File: src/design/nco_defs.svh
//~~~~~~~~~~~~~~~~~~~~~~~~~~~~~~~~~~~~~~~~~~~~~~~~~~~~~~~~~~~~~~~~~~~~~~~~~~
// NCO widths and depths
// shared by the command packages, the datapath and the testbench
//~~~~~~~~~~~~~~~~~~~~~~~~~~~~~~~~~~~~~~~~~~~~~~~~~~~~~~~~~~~~~~~~~~~~~~~~~~

`ifndef NCO_DEFS_SVH
`define NCO_DEFS_SVH

// phase accumulator and increment width
`define NCO_PHASE_W 32

// phase bits that address one full sine period
`define NCO_LUT_IN_W 10

// signed output sample width
`define NCO_SAMPLE_W 12

// phase offset, lands on the top bits of the phase
`define NCO_OFFSET_W 16

// dither shift field width, covers shifts 0..31
`define NCO_SHIFT_W 5

// command queue entries = credits held by the host after reset
`define NCO_CMD_DEPTH 4

// dither noise width
`define NCO_NOISE_W 4

`endif

File: src/design/nco_cmd_pkg.sv
//~~~~~~~~~~~~~~~~~~~~~~~~~~~~~~~~~~~~~~~~~~~~~~~~~~~~~~~~~~~~~~~~~~~~~~~~~~
// NCO host command types
// opcode, configuration word and the two-way payload union
//~~~~~~~~~~~~~~~~~~~~~~~~~~~~~~~~~~~~~~~~~~~~~~~~~~~~~~~~~~~~~~~~~~~~~~~~~~

`default_nettype none

`include "nco_defs.svh"

package nco_cmd_pkg;

	typedef enum logic [1:0] {
		OP_SET_FREQ  = 2'd0, // payload is the phase increment
		OP_SET_CFG   = 2'd1, // payload is a cfg_t
		OP_CLR_PHASE = 2'd2, // accumulator back to zero
		OP_NOP       = 2'd3
	} opcode_e;

	// configuration view, msb first
	typedef struct packed {
		logic                       dither_en;    // add shifted noise to the phase
		logic                       square_mode;  // square wave instead of sine
		logic [`NCO_SHIFT_W-1:0]    dither_shift; // left shift applied to the noise
		logic [8:0]                 spare;
		logic [`NCO_OFFSET_W-1:0]   phase_offset; // added to the phase msbs
	} cfg_t;

	// same 32 bits, meaning picked by the opcode
	typedef union packed {
		logic [`NCO_PHASE_W-1:0] phase_inc; // OP_SET_FREQ
		cfg_t                    cfg;       // OP_SET_CFG
	} payload_u;

	typedef struct packed {
		opcode_e  opcode;
		payload_u payload;
	} cmd_t;

endpackage

`default_nettype wire

File: src/design/nco_sig_pkg.sv
//~~~~~~~~~~~~~~~~~~~~~~~~~~~~~~~~~~~~~~~~~~~~~~~~~~~~~~~~~~~~~~~~~~~~~~~~~~
// NCO datapath signal types
// phase word, sine table address and output sample
//~~~~~~~~~~~~~~~~~~~~~~~~~~~~~~~~~~~~~~~~~~~~~~~~~~~~~~~~~~~~~~~~~~~~~~~~~~

`default_nettype none

`include "nco_defs.svh"

package nco_sig_pkg;

	// unsigned phase, wraps modulo one period
	typedef logic [`NCO_PHASE_W-1:0] phase_t;

	// top phase bits, one full period of the table
	typedef logic [`NCO_LUT_IN_W-1:0] lut_addr_t;

	// two's complement output, symmetric range +-2047
	typedef logic signed [`NCO_SAMPLE_W-1:0] sample_t;

endpackage

`default_nettype wire

File: src/design/lfsr_noise.sv
//~~~~~~~~~~~~~~~~~~~~~~~~~~~~~~~~~~~~~~~~~~~~~~~~~~~~~~~~~~~~~~~~~~~~~~~~~~
// Dither noise source
// free running 15 bit Fibonacci LFSR, taps 15 and 14, low bits as noise
//~~~~~~~~~~~~~~~~~~~~~~~~~~~~~~~~~~~~~~~~~~~~~~~~~~~~~~~~~~~~~~~~~~~~~~~~~~

`timescale 1ns/1ns
`default_nettype none

`include "nco_defs.svh"

module lfsr_noise (
	input  wire logic                    clk,
	input  wire logic                    arst_n,
	output logic [`NCO_NOISE_W-1:0]      noise
);

	localparam int LFSR_W = 15; // period 2^15-1

	logic [LFSR_W-1:0] lfsr;
	logic              fb;

	assign fb = lfsr[14] ^ lfsr[13]; // x^15 + x^14 + 1

	always_ff @(posedge clk or negedge arst_n) begin
		if (!arst_n)
			lfsr <= LFSR_W'(1); // any nonzero seed, all zero would lock up
		else
			lfsr <= {lfsr[LFSR_W-2:0], fb}; // shift left, feedback into bit 0
	end

	assign noise = lfsr[`NCO_NOISE_W-1:0];

endmodule

`default_nettype wire

File: src/design/nco_cmd_queue.sv
//~~~~~~~~~~~~~~~~~~~~~~~~~~~~~~~~~~~~~~~~~~~~~~~~~~~~~~~~~~~~~~~~~~~~~~~~~~
// NCO command queue
// four entry FIFO filled under credit flow control, retires one command
// per enabled cycle, decodes it into the held oscillator settings and
// returns a credit pulse one cycle after each retirement
//~~~~~~~~~~~~~~~~~~~~~~~~~~~~~~~~~~~~~~~~~~~~~~~~~~~~~~~~~~~~~~~~~~~~~~~~~~

`timescale 1ns/1ns
`default_nettype none

`include "nco_defs.svh"

module nco_cmd_queue (
	input  wire logic                     clk,
	input  wire logic                     arst_n,
	input  wire logic                     cmd_valid,   // one credit spent per cycle high
	input  wire nco_cmd_pkg::cmd_t        cmd_word,
	input  wire logic                     en,          // retire enable
	output logic                          cmd_credit,  // one pulse per retired command
	output nco_sig_pkg::phase_t           phase_inc,
	output logic                          dither_en,
	output logic                          square_mode,
	output logic [`NCO_SHIFT_W-1:0]       dither_shift,
	output logic [`NCO_OFFSET_W-1:0]      phase_offset,
	output logic                          clr_phase    // high in the clear's retirement cycle
);

	localparam int PTR_W = $clog2(`NCO_CMD_DEPTH);
	localparam int CNT_W = $clog2(`NCO_CMD_DEPTH + 1);

	nco_cmd_pkg::cmd_t  mem [`NCO_CMD_DEPTH]; // command storage
	nco_cmd_pkg::cmd_t  head;                 // oldest entry
	logic [PTR_W-1:0]   wr_ptr;
	logic [PTR_W-1:0]   rd_ptr;
	logic [CNT_W-1:0]   count;                // entries held, 0..depth
	logic               pop;

	assign head = mem[rd_ptr];
	assign pop  = en && (count != '0); // retire only when enabled and not empty

	// a clear acts in the same cycle it retires, the accumulator loads zero
	assign clr_phase = pop && (head.opcode == nco_cmd_pkg::OP_CLR_PHASE);

	// storage, the credit rule keeps pushes off a full queue
	always_ff @(posedge clk) begin
		if (cmd_valid)
			mem[wr_ptr] <= cmd_word;
	end

	always_ff @(posedge clk or negedge arst_n) begin
		if (!arst_n) begin
			wr_ptr     <= '0;
			rd_ptr     <= '0;
			count      <= '0;
			cmd_credit <= 1'b0;
		end else begin
			if (cmd_valid)
				wr_ptr <= wr_ptr + PTR_W'(1); // wraps, depth is a power of two
			if (pop)
				rd_ptr <= rd_ptr + PTR_W'(1);
			count      <= count + CNT_W'(cmd_valid) - CNT_W'(pop);
			cmd_credit <= pop; // credit goes back the cycle after retirement
		end
	end

	// held settings, new values take effect after the retirement edge
	always_ff @(posedge clk or negedge arst_n) begin
		if (!arst_n) begin
			phase_inc    <= '0;
			dither_en    <= 1'b0;
			square_mode  <= 1'b0;
			dither_shift <= '0;
			phase_offset <= '0;
		end else if (pop) begin
			case (head.opcode)
				nco_cmd_pkg::OP_SET_FREQ: begin
					phase_inc <= head.payload.phase_inc; // whole word is the increment
				end
				nco_cmd_pkg::OP_SET_CFG: begin
					dither_en    <= head.payload.cfg.dither_en;
					square_mode  <= head.payload.cfg.square_mode;
					dither_shift <= head.payload.cfg.dither_shift;
					phase_offset <= head.payload.cfg.phase_offset;
				end
				default: begin
					// clear and nop leave the settings alone
				end
			endcase
		end
	end

endmodule

`default_nettype wire

File: src/design/nco_phase_acc.sv
//~~~~~~~~~~~~~~~~~~~~~~~~~~~~~~~~~~~~~~~~~~~~~~~~~~~~~~~~~~~~~~~~~~~~~~~~~~
// NCO phase accumulator and dither stage
// accumulates the increment on enabled cycles, then adds the phase offset
// and the shifted noise in a second register that feeds the sine table
//~~~~~~~~~~~~~~~~~~~~~~~~~~~~~~~~~~~~~~~~~~~~~~~~~~~~~~~~~~~~~~~~~~~~~~~~~~

`timescale 1ns/1ns
`default_nettype none

`include "nco_defs.svh"

module nco_phase_acc (
	input  wire logic                  clk,
	input  wire logic                  arst_n,
	input  wire logic                  en,
	input  wire logic                  clr_phase,    // load zero instead of adding
	input  wire nco_sig_pkg::phase_t   phase_inc,
	input  wire logic [`NCO_OFFSET_W-1:0] phase_offset,
	input  wire logic                  dither_en,
	input  wire logic [`NCO_SHIFT_W-1:0]  dither_shift,
	input  wire logic [`NCO_NOISE_W-1:0]  noise,
	output nco_sig_pkg::lut_addr_t     lut_addr,
	output logic                       addr_valid
);

	localparam int PAD_W = `NCO_PHASE_W - `NCO_OFFSET_W;

	nco_sig_pkg::phase_t acc;         // running phase A
	nco_sig_pkg::phase_t dith;        // dithered phase D
	nco_sig_pkg::phase_t offset_term; // offset moved to the msbs
	nco_sig_pkg::phase_t noise_term;
	logic                acc_valid;   // acc was loaded on the last edge

	assign offset_term = {phase_offset, {PAD_W{1'b0}}};

	// noise scaled up, a large shift pushes it into the table address bits
	assign noise_term = dither_en ? (nco_sig_pkg::phase_t'(noise) << dither_shift) : '0;

	always_ff @(posedge clk or negedge arst_n) begin
		if (!arst_n) begin
			acc        <= '0;
			acc_valid  <= 1'b0;
			addr_valid <= 1'b0;
		end else begin
			acc_valid  <= en;
			addr_valid <= acc_valid; // follows D one edge later
			if (en)
				acc <= clr_phase ? '0 : acc + phase_inc; // modulo 2^32 wrap
		end
	end

	// stage 1, runs every cycle, only addr_valid marks the useful ones
	always_ff @(posedge clk) begin
		dith <= acc + offset_term + noise_term;
	end

	// truncate to the table address
	assign lut_addr = dith[`NCO_PHASE_W-1 -: `NCO_LUT_IN_W];

endmodule

`default_nettype wire

File: src/design/nco_top.sv
//~~~~~~~~~~~~~~~~~~~~~~~~~~~~~~~~~~~~~~~~~~~~~~~~~~~~~~~~~~~~~~~~~~~~~~~~~~
// NCO top level
// command queue, phase accumulator, dither noise and sine table
//~~~~~~~~~~~~~~~~~~~~~~~~~~~~~~~~~~~~~~~~~~~~~~~~~~~~~~~~~~~~~~~~~~~~~~~~~~

`timescale 1ns/1ns
`default_nettype none

`include "nco_defs.svh"

module nco_top (
	input  wire logic              clk,
	input  wire logic              arst_n,
	input  wire logic              cmd_valid,
	input  wire nco_cmd_pkg::cmd_t cmd_word,
	input  wire logic              en,          // sample enable
	output logic                   cmd_credit,
	output nco_sig_pkg::sample_t   sample,
	output logic                   sample_valid
);

	nco_sig_pkg::phase_t          phase_inc;
	logic                         dither_en;
	logic                         square_mode;
	logic [`NCO_SHIFT_W-1:0]      dither_shift;
	logic [`NCO_OFFSET_W-1:0]     phase_offset;
	logic                         clr_phase;
	logic [`NCO_NOISE_W-1:0]      noise;
	nco_sig_pkg::lut_addr_t       lut_addr;
	logic                         addr_valid;

	nco_cmd_queue i_nco_cmd_queue (
		.clk          (clk),
		.arst_n       (arst_n),
		.cmd_valid    (cmd_valid),
		.cmd_word     (cmd_word),
		.en           (en),
		.cmd_credit   (cmd_credit),
		.phase_inc    (phase_inc),
		.dither_en    (dither_en),
		.square_mode  (square_mode),
		.dither_shift (dither_shift),
		.phase_offset (phase_offset),
		.clr_phase    (clr_phase)
	);

	lfsr_noise i_lfsr_noise (
		.clk    (clk),
		.arst_n (arst_n),
		.noise  (noise)
	);

	nco_phase_acc i_nco_phase_acc (
		.clk          (clk),
		.arst_n       (arst_n),
		.en           (en),
		.clr_phase    (clr_phase),
		.phase_inc    (phase_inc),
		.phase_offset (phase_offset),
		.dither_en    (dither_en),
		.dither_shift (dither_shift),
		.noise        (noise),
		.lut_addr     (lut_addr),
		.addr_valid   (addr_valid)
	);

	sine_lut i_sine_lut (
		.clk          (clk),
		.arst_n       (arst_n),
		.lut_addr     (lut_addr),
		.addr_valid   (addr_valid),
		.square_mode  (square_mode),
		.sample       (sample),
		.sample_valid (sample_valid)
	);

endmodule

`default_nettype wire

File: src/design/sine_lut.sv
//~~~~~~~~~~~~~~~~~~~~~~~~~~~~~~~~~~~~~~~~~~~~~~~~~~~~~~~~~~~~~~~~~~~~~~~~~~
// Quarter wave sine table
// first quadrant built at elaboration, other quadrants by folding the
// address and negating; square mode gives full scale by the sign bit.
// output registered
//~~~~~~~~~~~~~~~~~~~~~~~~~~~~~~~~~~~~~~~~~~~~~~~~~~~~~~~~~~~~~~~~~~~~~~~~~~

`timescale 1ns/1ns
`default_nettype none

`include "nco_defs.svh"

module sine_lut (
	input  wire logic                   clk,
	input  wire logic                   arst_n,
	input  wire nco_sig_pkg::lut_addr_t lut_addr,
	input  wire logic                   addr_valid,
	input  wire logic                   square_mode,
	output nco_sig_pkg::sample_t        sample,
	output logic                        sample_valid
);

	localparam int QW      = `NCO_LUT_IN_W - 2;  // quadrant index bits
	localparam int QUARTER = 2 ** QW;            // 256 entries
	localparam int MAG_W   = `NCO_SAMPLE_W - 1;  // magnitude, sign added later
	localparam logic [MAG_W-1:0] FULL = '1;      // 2047
	localparam real  PI    = 3.14159265358979323846;

	typedef logic [QUARTER-1:0][MAG_W-1:0] quarter_t;

	// round(2047 * sin(2*pi*i/1024)) for the first quadrant
	function automatic quarter_t build_quarter();
		quarter_t t;
		real      ang;
		for (int i = 0; i < QUARTER; i++) begin
			ang  = 2.0 * PI * real'(i) / real'(4 * QUARTER);
			t[i] = MAG_W'($rtoi(real'(FULL) * $sin(ang) + 0.5)); // all >= 0, half up
		end
		return t;
	endfunction

	localparam quarter_t QTAB = build_quarter();

	logic [1:0]           quad;    // which quarter of the period
	logic [QW-1:0]        k;       // offset inside the quarter
	logic [QW:0]          idx;     // folded index, 0..256
	logic [MAG_W-1:0]     mag;
	logic [MAG_W-1:0]     mag_sel;
	nco_sig_pkg::sample_t pos;
	nco_sig_pkg::sample_t result;

	assign quad = lut_addr[`NCO_LUT_IN_W-1 -: 2];
	assign k    = lut_addr[QW-1:0];

	// quadrants 1 and 3 run backwards, sin(pi/2 + x) = sin(pi/2 - x)
	assign idx = quad[0] ? ((QW+1)'(QUARTER) - {1'b0, k}) : {1'b0, k};

	// index 256 is the peak, one past the stored quadrant
	assign mag = idx[QW] ? FULL : QTAB[idx[QW-1:0]];

	assign mag_sel = square_mode ? FULL : mag; // square wave is always full scale
	assign pos     = nco_sig_pkg::sample_t'(mag_sel);      // zero extend, positive
	assign result  = quad[1] ? -pos : pos;     // second half period is negative

	always_ff @(posedge clk or negedge arst_n) begin
		if (!arst_n)
			sample_valid <= 1'b0;
		else
			sample_valid <= addr_valid;
	end

	// sample holds its last value between valid cycles
	always_ff @(posedge clk) begin
		if (addr_valid)
			sample <= result;
	end

endmodule

`default_nettype wire

File: config.mk
export PLATFORM = sky130hd
export DESIGN_NAME = nco_top
export DESIGN_NICKNAME = d
export VERILOG_FILES = /design/src/design/nco_cmd_pkg.sv /design/src/design/nco_sig_pkg.sv /design/src/design/lfsr_noise.sv /design/src/design/nco_cmd_queue.sv /design/src/design/nco_phase_acc.sv /design/src/design/nco_top.sv /design/src/design/sine_lut.sv
export VERILOG_INCLUDE_DIRS = /design/src /design/src/design
export SDC_FILE = /design/constraint.sdc
export NUM_CORES = 1
export LEC_CHECK = 0
export BUFFER_PORTS_ARGS = -buffer_cell sky130_fd_sc_hd__buf_2
export CAP_MARGIN = 0
export CORE_MARGIN = 3
export CORE_UTILIZATION = 57
export CTS_BUF_LIST = sky130_fd_sc_hd__clkbuf_4 sky130_fd_sc_hd__clkbuf_8 sky130_fd_sc_hd__clkbuf_16
export CTS_CLUSTER_DIAMETER = 150
export DETAILED_ROUTE_END_ITERATION = 8
export GPL_TIMING_DRIVEN = 1
export PLACE_DENSITY = 0.77
export SKIP_CTS_REPAIR_TIMING = 1
export SKIP_LAST_GASP = 1
export SYNTH_ARGS = -nofsm -noshare
export SYNTH_HDL_FRONTEND = slang
export SYNTH_SLANG_ARGS = --single-unit
File: constraint.sdc
create_clock -name clk -period 4.7 [get_ports clk]
set_input_delay 0.94 -clock clk [delete_from_list [all_inputs] [get_ports clk]]
set_output_delay 0.94 -clock clk [all_outputs]
set_load 0.005 [all_outputs]
==> run metrics <==
Starting Density 58.7%; vias in the first global route 13170; CP max stage cell dfrtp_1; Crit. End Element flop; Starting DRT DRC Count 1776; Seq/Total Area, Yosys 43.7%; I/O Pins 52; Final #Nets 1765; Worst slew margin 28.3%; Fmax 231 MHz; reg2reg start i_nco_cmd_queue.dither_shift[0]; Port Buffers 51; adder-cell share of the synthesized area 9.23%; Row Count 62; CTS tree yes; Hold EP i_lfsr_noise.lfsr[11]; Reg clk slew, reported paths 0.06 ns; layout overhead on the synthesized area 9.48%; largest family of logic cells by synthesized area compound AO/OA/AOI/OAI gates; Hold WS 0.347 ns; status completed; r2r worst-path depth 16; mux contribution to synthesized area 9.23%; crit path time final 4.33 ns; Synth Area in Simple Gates 11.2%; Worst Tran Pin Value 1.08 ns; layout cell share with drive strength beyond 1 17.2%; die width 179 um; Vias/cell 6.69; Area contributors post-synth edfxtp_1 26%, dfrtp_1 16%, ha_1 7.2%; initial antenna violation count 0; worst setup path category reg2reg; Max Transition Viols Final 0; Clock Path Buffers 3; Root Buffer clkbuf_16; Main synth FF type edfxtp_1; Hold Crit Depth 0; Synth Area in Compound Gates 18.7%; core area 0.0292 sq mm; asr flop ratio synth 41.7%; worst-path cell chain mux2_2 > nand2_1 > o21ai_0 > mux2i_1 > nor3_1 > fa_1 > ha_1 > and4_1 > a22oi_1 > nand3_1 > o21ai_1 > o211ai_1 > a31oi_1 > o21bai_1 > a21oi_1 > xnor2_1; Post-Route WL 46100 um; Post-Route Utilization 64.2%; Critical Path Start Type flop; Crit Path Max Fanout 7; EDFF count, synth 148; Post-DRT Antenna Nets 0; H-tree depth 1; Critical Path AT 4.82 ns; Worst Path Buf+Inv 0; setup_tns 0 ns; post-synthesis xor/xnor area fraction 3.62%; syn avg cell area 10.7 sq um; setup repair after global routing missed its margin no; critical path's top delay family compound AO/OA/AOI/OAI gates; number of distinct library cells after synthesis 98; total CTS buffers 28; Yosys reg bits 271; delay of the slowest critical-path stage 0.47 ns; required time worst endpoint 5.19 ns; grt ovf 0; largest net degree at the start of global routing 80; Clock Latency Late Sink 0.57 ns; Hold Fails Final Rpt 0; Placer Congestion 1.01; Yosys top cell area share 26.0%; part of the cycle the worst path needs 92.1%; end of the worst register-to-register path i_nco_phase_acc.dith[31]; clk_skew 0.0256 ns; HP Class reg2reg; first-pass GRT wire length 74000 um; fin cells 2016; r2r setup slk 0.37 ns; placed cell count 1965; max-cap viol count 0; Synth Cell Area 0.0171 sq mm; yosys warns 0; CTS Sinks 271; Total GRT Usage 29.3%; WL per Instance 22.9 um; leading area contributor after synthesis edfxtp_1; Ant. Diodes 0; number of iterations in the first detailed-routing pass 6; final setup fails 0; DRC 0; die area 0.0321 sq mm; Post-Synthesis Net Count 1751; HP Start i_lfsr_noise.lfsr[10]; DP HPWL 31900 um; DR vias 13488; Post-Syn Instances 1597; die height 179 um
## cell type report
| cell class | instances | area (sq um) |
|---|---|---|
| Multi-Input combinational cell | 1140 | 8920 |
| Sequential cell | 271 | 7480 |
| Inverter | 69 | 259 |
| Timing Repair Buffer | 101 | 683 |
| Tap cell | 384 | 480 |
| Fill cell | 2272 | 10400 |
| Clock buffer | 35 | 759 |
| Clock inverter | 16 | 155 |
## cells in the mapped netlist, drive strengths merged, types with 10 or more instances
library cell / n
nand3: 31
nor4: 16
edfxtp: 148
nor3: 44
nand4: 10
a221oi: 10
o221ai: 10
xor2: 28
o21ai: 91
and2: 13
mux4: 35
mux2i: 16
a31oi: 21
nor2: 101
fa: 17
or2: 11
o211ai: 21
o22ai: 42
a22oi: 15
inv: 67
xnor2: 41
nor2b: 13
nand2: 89
buf: 47
dfrtp: 112
dfxtp: 10
a211oi: 18
a21o: 28
clkbuf: 70
a21oi: 87
o21bai: 10
mux2: 56
nand2b: 19
ha: 99
o311ai: 12
## layout by cell type, fill, tap and decap left out, types with 16 or more instances in the layout
| master | instances |
|---|---|
| edfxtp_1 | 148 |
| dfrtp_1 | 111 |
| nor2_1 | 100 |
| ha_1 | 99 |
| nand2_1 | 88 |
| a21oi_1 | 87 |
| o21ai_0 | 81 |
| inv_1 | 63 |
| mux2_2 | 56 |
| buf_2 | 50 |
| buf_4 | 47 |
| nor3_1 | 42 |
| o22ai_1 | 42 |
| xnor2_1 | 39 |
| mux4_2 | 35 |
| nand3_1 | 31 |
| xor2_1 | 28 |
| a21o_1 | 28 |
| clkbuf_16 | 28 |
| o211ai_1 | 21 |
| a31oi_1 | 21 |
| nand2b_1 | 19 |
| fa_1 | 17 |
| mux2i_1 | 16 |
| a211oi_1 | 16 |
## registers in the layout (all words and copies together), names as in the netlist
register and flops:
i_nco_cmd_queue.mem 136, i_nco_cmd_queue.phase_inc 32, i_nco_phase_acc.acc 32, i_nco_cmd_queue.phase_offset 16, i_lfsr_noise.lfsr 15, i_sine_lut.sample 12
i_nco_phase_acc.dith 10, i_nco_cmd_queue.dither_shift 5, i_nco_cmd_queue.count 3, i_nco_cmd_queue.rd_ptr 2, i_nco_cmd_queue.wr_ptr 2, i_nco_cmd_queue.cmd_credit 1
i_nco_cmd_queue.dither_en 1, i_nco_cmd_queue.square_mode 1, i_nco_phase_acc.acc_valid 1, i_nco_phase_acc.addr_valid 1, i_sine_lut.sample_valid 1
## kinds of logic (layout without fill, tap and decap cells)
kind of cell | after synthesis | count (layout)
xor gates and xnor gates | 69 | 69
and+or+nand+nor | 384 | 384
AOI/OAI and AO/OA | 464 | 464
muxes | 107 | 107
DFF | 271 | 271
adders and majority gates | 116 | 116
buffers and inverters | 186 | 221
## worst max path at each step
stage / start / end / slack, ns / depth (start not counted)
final: i_nco_cmd_queue.dither_shift[0] / i_nco_phase_acc.dith[31] / 0.37 / 16
after global routing: i_nco_cmd_queue.dither_shift[0] / i_nco_phase_acc.dith[31] / 0.03 / 16
after CTS: i_nco_cmd_queue.dither_shift[0] / i_nco_phase_acc.dith[31] / 0.35 / 16
after detailed placement: i_nco_cmd_queue.dither_shift[0] / i_nco_phase_acc.dith[31] / 0.40 / 16
after global placement: i_nco_cmd_queue.dither_shift[0] / i_nco_phase_acc.dith[31] / 0.46 / 16
after floorplan: i_nco_phase_acc.dith[22] / i_sine_lut.sample[4] / 0.06 / 21
## per-layer routing
layer	share of wire (%)	track usage [%]	up-vias
li1	-	-	6103
met1	42	41.4	6596
met2	46	46.6	673
met3	8.4	4.72	116
met4	3.3	9.57	0
met5	0	0	-
## through the flow
step | area (sq um) | setup slack, ns
2_1_floorplan | 17100 | 0.0588
3_3_place_gp | 17800 | 0.464
3_5_place_dp | 17800 | 0.396
4_1_cts | 18700 | 0.347
5_1_grt | 18700 | 0.0274
6_report | 18700 | 0.370
Power is left out: the tool's default activity adds up to more than one toggle a clock period on the data nets, which glitch-free logic cannot reach.
